File: config.mk
export PLATFORM = sky130hd
export DESIGN_NAME = rename_core
export DESIGN_NICKNAME = d
export VERILOG_FILES = /design/src/rename_pkg.sv /design/src/free_list.sv /design/src/phys_reg_file.sv /design/src/rename_core.sv /design/src/rename_map.sv /design/src/rename_stage.sv
export SDC_FILE = /design/constraint.sdc
export NUM_CORES = 2
export LEC_CHECK = 0
export BUFFER_PORTS_ARGS = -buffer_cell sky130_fd_sc_hd__buf_2
export CAP_MARGIN = 10
export CORE_ASPECT_RATIO = 1.4
export CORE_UTILIZATION = 45
export CTS_CLUSTER_DIAMETER = 60
export DETAILED_ROUTE_END_ITERATION = 12
export GPL_ROUTABILITY_DRIVEN = 0
export PLACE_DENSITY = 0.6
export SETUP_SLACK_MARGIN = 0.15
export SYNTH_ARGS = -nofsm -noshare
export SYNTH_HDL_FRONTEND = slang
export SYNTH_SLANG_ARGS = --single-unit
File: constraint.sdc
create_clock -name clk -period 3 [get_ports clk]
set_input_delay 0.6 -clock clk [delete_from_list [all_inputs] [get_ports clk]]
set_output_delay 0.6 -clock clk [all_outputs]
set_load 0.05 [all_outputs]
File: src/rename_pkg.sv
// Shared sizes, opcode encoding and bus structs for the rename slice, imported by every module

package rename_pkg;

  // ==================================================
  // Size constants
  // ==================================================

  // Architectural and physical register counts
  localparam int ARCH_REG_NUM = 32;
  localparam int PHY_REG_NUM  = 64;

  // Tag widths
  localparam int AREG_W = 5;
  localparam int PREG_W = 6;

  // Register value width
  localparam int DATA_WIDTH = 32;

  // ==================================================
  // Opcodes and buses
  // ==================================================

  // Two-bit opcode class
  typedef enum logic [1:0] {
    OP_ALU    = 2'd0,
    OP_LOAD   = 2'd1,
    OP_STORE  = 2'd2,
    OP_BRANCH = 2'd3
  } op_e;

  // Incoming rename request, 17 bits
  typedef struct packed {
    op_e               op;
    logic [AREG_W-1:0] rd;
    logic [AREG_W-1:0] rs1;
    logic [AREG_W-1:0] rs2;
  } rename_req_t;

  // Renamed instruction, 26 bits
  // prd and old_prd stay zero without a destination
  typedef struct packed {
    op_e               op;
    logic [PREG_W-1:0] prd;
    logic [PREG_W-1:0] prs1;
    logic [PREG_W-1:0] prs2;
    logic [PREG_W-1:0] old_prd;
  } renamed_t;

  // Writeback into the register file, 38 bits
  typedef struct packed {
    logic [PREG_W-1:0]     prd;
    logic [DATA_WIDTH-1:0] data;
  } wb_t;

  // ALU and load results land in rd
  function automatic logic op_writes_rd(op_e op);
    logic writes;
    case (op)
      OP_ALU, OP_LOAD: writes = 1'b1;
      default:         writes = 1'b0;
    endcase
    return writes;
  endfunction

endpackage

File: src/free_list.sv
// Circular queue of unused physical tags, popped by rename and refilled by commit

`timescale 1ns/1ps

module free_list
  import rename_pkg::*;
(
  input  logic              clk,
  input  logic              rst_n,
  input  logic              pop_i,
  input  logic              push_i,
  input  logic [PREG_W-1:0] push_tag_i,
  output logic [PREG_W-1:0] head_o,
  output logic              empty_o
);

  // Queue depth covers every physical tag
  localparam int FL_DEPTH = PHY_REG_NUM;
  // One extra bit so a full queue is representable
  localparam int CNT_W = PREG_W + 1;

  // ==================================================
  // State
  // ==================================================

  logic [FL_DEPTH-1:0][PREG_W-1:0] fl_q;
  logic [PREG_W-1:0]               head_q;
  logic [PREG_W-1:0]               tail_q;
  logic [CNT_W-1:0]                count_q;
  logic [CNT_W-1:0]                count_d;

  // Count follows both sides
  // Push and pop together leave it unchanged
  always_comb begin
    case ({push_i, pop_i})
      2'b10:   count_d = count_q + 1'b1;
      2'b01:   count_d = count_q - 1'b1;
      default: count_d = count_q;
    endcase
  end

  // ==================================================
  // Pointers and storage
  // ==================================================

  always_ff @(posedge clk or negedge rst_n) begin
    if (!rst_n) begin
      // Tags above the architectural range start free
      for (int i = 0; i < FL_DEPTH; i++) begin
        if (i < ARCH_REG_NUM) begin
          fl_q[i] <= PREG_W'(i + ARCH_REG_NUM);
        end else begin
          fl_q[i] <= '0;
        end
      end
      head_q  <= '0;
      // First empty slot sits right after the preloaded tags
      tail_q  <= PREG_W'(ARCH_REG_NUM);
      count_q <= CNT_W'(ARCH_REG_NUM);
    end else begin
      // Returned tag goes in at the tail
      if (push_i) begin
        fl_q[tail_q] <= push_tag_i;
        tail_q       <= tail_q + 1'b1;
      end
      // Allocation consumes the head entry
      if (pop_i) begin
        head_q <= head_q + 1'b1;
      end
      count_q <= count_d;
    end
  end

  // ==================================================
  // Outputs
  // ==================================================

  // Next tag to hand out
  assign head_o = fl_q[head_q];

  // Pushed tag shows up here one cycle later
  assign empty_o = (count_q == '0);

endmodule

File: src/phys_reg_file.sv
// Physical register file with one writeback port and bypassed combinational read ports

`timescale 1ns/1ps

module phys_reg_file
  import rename_pkg::*;
#(
  parameter int READ_PORT_NUM = 2
) (
  input  logic                                       clk,
  input  logic                                       rst_n,
  // Writeback port
  input  logic                                       we_i,
  input  wb_t                                        wb_i,
  // Read ports
  input  logic [READ_PORT_NUM-1:0]                   re_i,
  input  logic [READ_PORT_NUM-1:0][PREG_W-1:0]       raddr_i,
  output logic [READ_PORT_NUM-1:0][DATA_WIDTH-1:0]   rdata_o
);

  // ==================================================
  // Storage
  // ==================================================

  // Contents carry no reset value
  logic [PHY_REG_NUM-1:0][DATA_WIDTH-1:0] regs_q;

  // Writes held off while reset is asserted
  always_ff @(posedge clk) begin
    if (rst_n && we_i) begin
      regs_q[wb_i.prd] <= wb_i.data;
    end
  end

  // ==================================================
  // Read ports
  // ==================================================

  always_comb begin
    for (int p = 0; p < READ_PORT_NUM; p++) begin
      if (!re_i[p]) begin
        // Idle port drives zero
        rdata_o[p] = '0;
      end else if (we_i && (raddr_i[p] == wb_i.prd)) begin
        // Same-cycle write forwarded
        rdata_o[p] = wb_i.data;
      end else begin
        rdata_o[p] = regs_q[raddr_i[p]];
      end
    end
  end

endmodule

File: src/rename_core.sv
// Top level of the rename and register-read slice, wiring free list, map, stage and register file

`timescale 1ns/1ps

module rename_core
  import rename_pkg::*;
#(
  parameter int READ_PORT_NUM = 2
) (
  input  logic                                     clk,
  input  logic                                     rst_n,
  // Rename request
  input  logic                                     rename_valid_i,
  input  rename_req_t                              rename_req_i,
  output logic                                     rename_stall_o,
  // Renamed instruction
  output logic                                     renamed_valid_o,
  output renamed_t                                 renamed_o,
  // Retirement returns a tag
  input  logic                                     commit_valid_i,
  input  logic [PREG_W-1:0]                        commit_prd_i,
  // Writeback
  input  logic                                     wb_valid_i,
  input  wb_t                                      wb_i,
  // Operand reads
  input  logic [READ_PORT_NUM-1:0]                 rd_en_i,
  input  logic [READ_PORT_NUM-1:0][PREG_W-1:0]     rd_addr_i,
  output logic [READ_PORT_NUM-1:0][DATA_WIDTH-1:0] rd_data_o
);

  // ==================================================
  // Internal wires
  // ==================================================

  // Free list handshake
  logic              fl_pop;
  logic [PREG_W-1:0] fl_head;
  logic              fl_empty;

  // Map lookups
  logic [AREG_W-1:0] map_rs1;
  logic [AREG_W-1:0] map_rs2;
  logic [AREG_W-1:0] map_rd;
  logic [PREG_W-1:0] map_prs1;
  logic [PREG_W-1:0] map_prs2;
  logic [PREG_W-1:0] map_old_prd;

  // Map update
  logic              upd_en;
  logic [AREG_W-1:0] upd_areg;
  logic [PREG_W-1:0] upd_preg;

  // ==================================================
  // Instances
  // ==================================================

  // Commit pushes straight in
  free_list u_free_list (
    .clk        (clk),
    .rst_n      (rst_n),
    .pop_i      (fl_pop),
    .push_i     (commit_valid_i),
    .push_tag_i (commit_prd_i),
    .head_o     (fl_head),
    .empty_o    (fl_empty)
  );

  rename_map u_rename_map (
    .clk        (clk),
    .rst_n      (rst_n),
    .rs1_i      (map_rs1),
    .rs2_i      (map_rs2),
    .rd_i       (map_rd),
    .prs1_o     (map_prs1),
    .prs2_o     (map_prs2),
    .old_prd_o  (map_old_prd),
    .upd_en_i   (upd_en),
    .upd_areg_i (upd_areg),
    .upd_preg_i (upd_preg)
  );

  // Combines free list head and map results
  rename_stage u_rename_stage (
    .clk             (clk),
    .rst_n           (rst_n),
    .rename_valid_i  (rename_valid_i),
    .rename_req_i    (rename_req_i),
    .rename_stall_o  (rename_stall_o),
    .renamed_valid_o (renamed_valid_o),
    .renamed_o       (renamed_o),
    .fl_head_i       (fl_head),
    .fl_empty_i      (fl_empty),
    .fl_pop_o        (fl_pop),
    .map_rs1_o       (map_rs1),
    .map_rs2_o       (map_rs2),
    .map_rd_o        (map_rd),
    .map_prs1_i      (map_prs1),
    .map_prs2_i      (map_prs2),
    .map_old_prd_i   (map_old_prd),
    .upd_en_o        (upd_en),
    .upd_areg_o      (upd_areg),
    .upd_preg_o      (upd_preg)
  );

  // Operand storage with writeback bypass
  phys_reg_file #(
    .READ_PORT_NUM (READ_PORT_NUM)
  ) u_phys_reg_file (
    .clk     (clk),
    .rst_n   (rst_n),
    .we_i    (wb_valid_i),
    .wb_i    (wb_i),
    .re_i    (rd_en_i),
    .raddr_i (rd_addr_i),
    .rdata_o (rd_data_o)
  );

endmodule

File: src/rename_map.sv
// Register alias table mapping architectural registers to physical tags for the rename stage

`timescale 1ns/1ps

module rename_map
  import rename_pkg::*;
(
  input  logic              clk,
  input  logic              rst_n,
  // Lookup addresses
  input  logic [AREG_W-1:0] rs1_i,
  input  logic [AREG_W-1:0] rs2_i,
  input  logic [AREG_W-1:0] rd_i,
  // Current mappings
  output logic [PREG_W-1:0] prs1_o,
  output logic [PREG_W-1:0] prs2_o,
  output logic [PREG_W-1:0] old_prd_o,
  // Single update port
  input  logic              upd_en_i,
  input  logic [AREG_W-1:0] upd_areg_i,
  input  logic [PREG_W-1:0] upd_preg_i
);

  // ==================================================
  // Map table
  // ==================================================

  // One physical tag per architectural register
  logic [ARCH_REG_NUM-1:0][PREG_W-1:0] map_q;

  always_ff @(posedge clk or negedge rst_n) begin
    if (!rst_n) begin
      // Identity mapping out of reset
      for (int i = 0; i < ARCH_REG_NUM; i++) begin
        map_q[i] <= PREG_W'(i);
      end
    end else if (upd_en_i) begin
      // New mapping visible from the next cycle
      map_q[upd_areg_i] <= upd_preg_i;
    end
  end

  // ==================================================
  // Lookups
  // ==================================================

  // Source operands
  assign prs1_o = map_q[rs1_i];
  assign prs2_o = map_q[rs2_i];

  // Previous owner of rd, released at retirement
  assign old_prd_o = map_q[rd_i];

endmodule

File: src/rename_stage.sv
// Rename stage that allocates a free tag, updates the map and registers the renamed instruction

`timescale 1ns/1ps

module rename_stage
  import rename_pkg::*;
(
  input  logic              clk,
  input  logic              rst_n,
  // Request side
  input  logic              rename_valid_i,
  input  rename_req_t       rename_req_i,
  output logic              rename_stall_o,
  // Renamed output
  output logic              renamed_valid_o,
  output renamed_t          renamed_o,
  // Free list
  input  logic [PREG_W-1:0] fl_head_i,
  input  logic              fl_empty_i,
  output logic              fl_pop_o,
  // Map lookups
  output logic [AREG_W-1:0] map_rs1_o,
  output logic [AREG_W-1:0] map_rs2_o,
  output logic [AREG_W-1:0] map_rd_o,
  input  logic [PREG_W-1:0] map_prs1_i,
  input  logic [PREG_W-1:0] map_prs2_i,
  input  logic [PREG_W-1:0] map_old_prd_i,
  // Map update
  output logic              upd_en_o,
  output logic [AREG_W-1:0] upd_areg_o,
  output logic [PREG_W-1:0] upd_preg_o
);

  // ==================================================
  // Accept and allocate
  // ==================================================

  logic     writes_rd;
  logic     accept;
  logic     alloc;
  renamed_t renamed_d;
  logic     renamed_valid_q;
  renamed_t renamed_q;

  // Only destination writers need a tag
  assign writes_rd = op_writes_rd(rename_req_i.op);

  // Stall on a writer with nothing left to allocate
  assign rename_stall_o = writes_rd && fl_empty_i;

  assign accept = rename_valid_i && !rename_stall_o;
  assign alloc  = accept && writes_rd;

  // Head tag consumed at the accepting edge
  assign fl_pop_o = alloc;

  // Lookups straight from the request
  assign map_rs1_o = rename_req_i.rs1;
  assign map_rs2_o = rename_req_i.rs2;
  assign map_rd_o  = rename_req_i.rd;

  // rd now points at the fresh tag
  assign upd_en_o   = alloc;
  assign upd_areg_o = rename_req_i.rd;
  assign upd_preg_o = fl_head_i;

  // ==================================================
  // Renamed instruction
  // ==================================================

  always_comb begin
    renamed_d.op   = rename_req_i.op;
    renamed_d.prs1 = map_prs1_i;
    renamed_d.prs2 = map_prs2_i;
    // Store and branch carry zero destination tags
    renamed_d.prd     = writes_rd ? fl_head_i : '0;
    renamed_d.old_prd = writes_rd ? map_old_prd_i : '0;
  end

  // Valid pulse one cycle after acceptance
  always_ff @(posedge clk or negedge rst_n) begin
    if (!rst_n) begin
      renamed_valid_q <= 1'b0;
    end else begin
      renamed_valid_q <= accept;
    end
  end

  // Payload only loads on acceptance
  always_ff @(posedge clk) begin
    if (accept) begin
      renamed_q <= renamed_d;
    end
  end

  assign renamed_valid_o = renamed_valid_q;
  assign renamed_o       = renamed_q;

endmodule
### Word-level counts from Yosys, hierarchy flattened

Cells that the tools add are included.

* $add $sub $neg: 4
* multiply operators: 0
* div/mod/pow operators: 0
* order comparisons: 11
* equal/unequal tests: 5
* shift-type cells: 0
* muxes and demuxes: 27
* bitwise logic cells: 0
* reductions and logical operators: 14

Operator list (number)
* 2048-bit bitwise mux: 1
* 32-bit binary-select mux with 6-bit select: 2
* 384-bit bitwise mux: 1
* 32-bit two-way mux: 7
* 192-bit bitwise mux: 1
* 32-bit demux with 6-bit select: 1
* 6-bit binary-select mux with 5-bit select: 3
* 6-bit binary-select mux with 6-bit select: 1
* 6-bit demux with 6-bit select: 1
* 6-bit two-way mux: 6
* 6-bit by 7-bit less-than comparator with 1-bit output, second input constant: 5
* 6-bit demux with 5-bit select: 1
* 5-bit by 6-bit less-than comparator with 1-bit output, second input constant: 3
* 7-bit case mux with 2 select lines: 1
* 6-bit by 1-bit adder with 6-bit output, second input constant: 2
* 6-bit equality test: 2
* 6-bit by 1-bit greater-or-equal comparator with 1-bit output, second input constant: 2
* 1-bit logical AND: 9
* 7-bit by 1-bit adder with 7-bit output, second input constant: 1
* 7-bit zero test: 1
* 7-bit by 1-bit subtractor with 7-bit output, second input constant: 1
* 5-bit by 1-bit greater-or-equal comparator with 1-bit output, second input constant: 1
* 2-bit by 1-bit equality test with 1-bit output, second input constant: 2
* 2-bit equality test, second input constant: 1
* other kinds (5): 5

* register bits after elaboration: 2670
* bits in latches: 0
* RAM bits: 0
* ROM bits: 0
* output and inout bits: 92
* word-level logic and storage cells: 230
* memories kept: 0

### Longest topological paths before layout

* depth in word-level cells: 9
* gate-level depth with buffers: 13
* depth with buffers taken out: 11

### Cells and area by module

Synthesis repeated with hierarchy kept, for this count alone.

* cells, all modules: 6825
* area total of the unflattened synthesis: 126802.9 µm²

Modules (own cells, without submodules)
* phys_reg_file: times used 1, cells each 4818, area an instance 94907.3 µm², seq. area each 61499.0 µm²
* free_list: times used 1, cells each 1250, area an instance 18864.3 µm², seq. area each 10227.3 µm²
* rename_map: times used 1, cells each 687, area an instance 11911.4 µm², seq. area each 4904.7 µm²
* rename_stage: times used 1, cells each 70, area an instance 1119.8 µm², seq. area each 805.8 µm²

### Worst setup path before layout

No wires, ideal clock.

* path kind: input-to-reg
* start point: in wb_i[36] (netlist name)
* end point: reg u_phys_reg_file.regs_q[288] (netlist name), enable pin
* setup time: 461 ps
* data arrival time: 3865 ps
* setup slack: -1327 ps
* stages on the path: 5
* path buffers: 2
* path through: buf_2 or3b_2 clkbuf_1 or2_2 nor3_1

RTL lines
* start: declaration: line rename_core.sv:24 `input wb_t wb_i,`
* end signal: indexed assignment: line phys_reg_file.sv:31 `regs_q[wb_i.prd] <= wb_i.data;`
* end: declaration: line phys_reg_file.sv:26 `logic [PHY_REG_NUM-1:0][DATA_WIDTH-1:0] regs_q;`

==> flow_summary.yaml <==
final_layout:
  fillCellCount: 21570
  stdcell_area_um2: 156300
  final_layout_size_suffix_gt1_frac: 0.5165
  finalNetCount: 7977
  final_cell_mix: "2074 x edfxtp_1, 1304 x mux4_2, 694 x buf_4, 420 x mux2_2, 398 x dfrtp_1"
  layout_commonest_cell: "edfxtp_1"
  utilization: 0.5566
  area_growth_pct: 22.86
timing:
  setup_ws_ps: -757.7
  min_period_ps: 3758
  skew_ps: 30.28
  slew_headroom: 0.4159
  rsz0062_at_grt: "yes"
  setup_viol: 64
  worst_pin_slew_ps: 876.2
  hold_viol: 0
  finalCritPeriodShare: 1.253
  slew_viol_final: 0
  holdWs_ps: 58.82
  fmaxAchievable_mhz: 266.1
die:
  die_w_um: 451.4
  die_h_um: 631.2
  die_area_um2: 284900
  placement_rows: 230
  core_area_um2: 280900
  ios: 172
  initial_core_util: 0.4530
logic_synthesis:
  synthTopCellsByArea: "edfxtp_1 49%, mux4_2 23%, dfrtp_1 7.9%"
  synth_edf_count: 2074
  netlist.area_leader.share: 0.4894
  synthesis.nets: 6971
  ys_async_sr_fraction: 0.2232
  ys.flop_type: "edfxtp_1"
  synth_cells: 6886
  syn_area_um2: 127200
  seq_area_frac_synth: 0.6086
  postSynthAreaPerCell_um2: 18.48
  ys_warn_count: 0
  ys_types: 60
  yosysTopAreaCell: "edfxtp_1"
  synth_seq_cells: 2670
drt:
  ant_nets: 0
  wire_per_inst_um: 36.86
  drtIter0Drc: 9711
  drc: 0
  firstDrtPassIters: 8
  vias_per_cell: 6.628
  wirelength_um: 435900
  vias: 78390
power_and_ir_drop:
  finalPower_mw: 99.48
  power_density_nw_per_um2: 636.3
  ir_drop_mv: 0.4953
  p_leak_nw: 54.42
run:
  max_cap_viol_count: 0
global_route:
  grt_pass1_vias: 79330
  grtUsageMet3: 0.05921
  grt_max_degree: 119
  antenna_found_initial: 26
  met2_usage: 0.4863
  use_met1: 0.4008
  grt_busiest_layer: "met2"
  grt_first_pass_wirelength_um: 608800
  grt_usage: 0.3027
  grt_overflow: 0
critical_path:
  cp_top_family: "multiplexers"
  crit_chain: "mux4_2, mux4_2, a22oi_2, nand4_1, buf_6, buf_12"
  critPathBufInv: 2
  max_stage_delay_ps: 540
  end_kind: "output pin"
  worst_setup_path_start_kind: "flop"
  critPathArrivalTime_ps: 3160
  cp_common_cell: "mux4_2"
  crit_type: "reg -> out"
  required_ps: 2400
  cp_slowest_cell: "mux4_2"
  critical_path.max_fanout: 2
clocking:
  clock_latency_ps: 880
  h-tree-depth: 5
  cts_sinks: 2670
  cts_buffer_depth: 4
  cts_made_buffers: 277
  root_buffer: "clkbuf_16"
  cts.clk_slew.worst_paths_ps: 60
  cts_tree: "built"
placement:
  hpwlAfterDp_um: 274900
  port_buffers: 171
  placed_area_um2: 142400
status:
  violations: "setup timing"
  status: "complete, but fails checks"
hold_path:
  hp-class: "in -> reg"
-- cells by family (layout without fill, tap and decap cells) --
family | after synthesis | in the layout | synth area share
buffers and inverters | 580 | 1796 | 0.02220
other | 0 | 12 | 0
xor gates and xnor gates | 31 | 31 | 0.002134
DFF | 2670 | 2670 | 0.6086
and+or+nand+nor | 804 | 804 | 0.02945
muxes | 2012 | 2012 | 0.2932
AOI/OAI and AO/OA | 784 | 784 | 0.04392
adders and majority gates | 5 | 5 | 0.0004917
-- report_power, final --
group	leakage [nW]	total [mW]	internal, mW	switching, mW
Combinational	24.0	20.4	9.60	10.8
Sequential	26.1	45.0	43.2	1.87
Clock	4.27	34.1	19.4	14.7
Total	54.4	99.5	72.2	27.3
-- path summary, 6_finish.rpt --
check,cells past startpoint,slack (ps),startpoint,endpoint
worst max-delay path,6,-760,u_phys_reg_file.regs_q[824]$_DFFE_PP_,rd_data_o[24]
worst min-delay path,1,60,wb_i[5],u_phys_reg_file.regs_q[133]$_DFFE_PP_
worst max register to register,8,150,u_free_list.head_q[0]$_DFFE_PN0P_,u_rename_map.map_q[77]$_DFFE_PN0P_
worst min register to register,2,480,u_rename_map.map_q[188]$_DFFE_PN1P_,u_rename_map.map_q[188]$_DFFE_PN1P_
max in group asynchronous,4,1260,rst_n,u_rename_map.map_q[173]$_DFFE_PN0P_
min in group asynchronous,3,460,rst_n,u_rename_map.map_q[111]$_DFFE_PN0P_
-- what timing repair did --
item / CTS / global route
cloned: 31 / 9
hold buffers: 2 / 0
hold endpoints to repair: 53 / 0
gates resized for setup: 350 / 150
pin swaps: 127 / 105
setup endpoints to repair: 111 / 148
setup buffers: 103 / 80
-- metrics by stage --
stage | setup TNS (ps) | setup slack (ps) | cells
floorplan | -107340 | -184.8 | 6886
global placement | -44080 | -1140 | 11100
detailed placement | -44130 | -1134 | 11100
CTS | -36700 | -794.9 | 11730
global route | -39100 | -809.7 | 11820
finish | -36470 | -757.7 | 11830
-- Yosys cell counts (3+ instances only) --
cell type     n
a22oi_1     104
o221ai_1     12
or2_2         6
mux2i_1     266
nor2_1      135
ha_1          5
a31oi_1      38
nor3_1       13
a22o_1        7
buf_2       179
nand2_1     347
nand3b_1      8
dfrtp_1     402
o21ai_0      80
a221oi_1     26
and3_1        8
nand4_1       9
xnor2_1      17
mux4_1       18
mux4_2     1304
o21ai_2     164
or3b_2        4
and3b_1       5
nor2b_1     126
nand2b_1     30
a21oi_1     126
and2_1        4
buf_1        55
nor3b_1       7
mux2_2      421
inv_1         9
o21ai_1      10
buf_12        9
xor2_1       14
a211oi_1    135
edfxtp_1   2074
nand3_1      95
mux2i_4       3
o211ai_1     41
buf_6        22
o22ai_1      29
buf_4        24
dfstp_2     194
clkbuf_1    279
-- routing by layer --
layer  vias to the layer above  wire (µm)
met5                         -         43
met4                         8      22140
met3                       947      40670
met2                      4528     209400
met1                     42080     163600
li1                      30830          -
-- area by class of cell --
type / instances / area [µm²] / share of cell area
diodes: 12 / 30.03 / 0.0001921
clock buffers: 346 / 7518 / 0.04809
clock inverters: 143 / 1235 / 0.007899
inverters: 10 / 37.54 / 0.0002401
multi-input cells: 3636 / 49810 / 0.3186
flip-flops and latches: 2670 / 77440 / 0.4954
well taps: 3712 / 4644 / 0.02971
repair buffers: 1297 / 15620 / 0.09988
-- registers in the layout, summed over array words and instances, names as in the netlist --
signal	count
u_rename_stage.renamed_valid_o	1
u_phys_reg_file.regs_q	2048
u_free_list.head_q	6
u_rename_map.map_q	192
u_rename_stage.renamed_o	26
u_free_list.count_q	7
u_free_list.fl_q	384
u_free_list.tail_q	6
No activity file was read; power rests on OpenSTA's default activity.
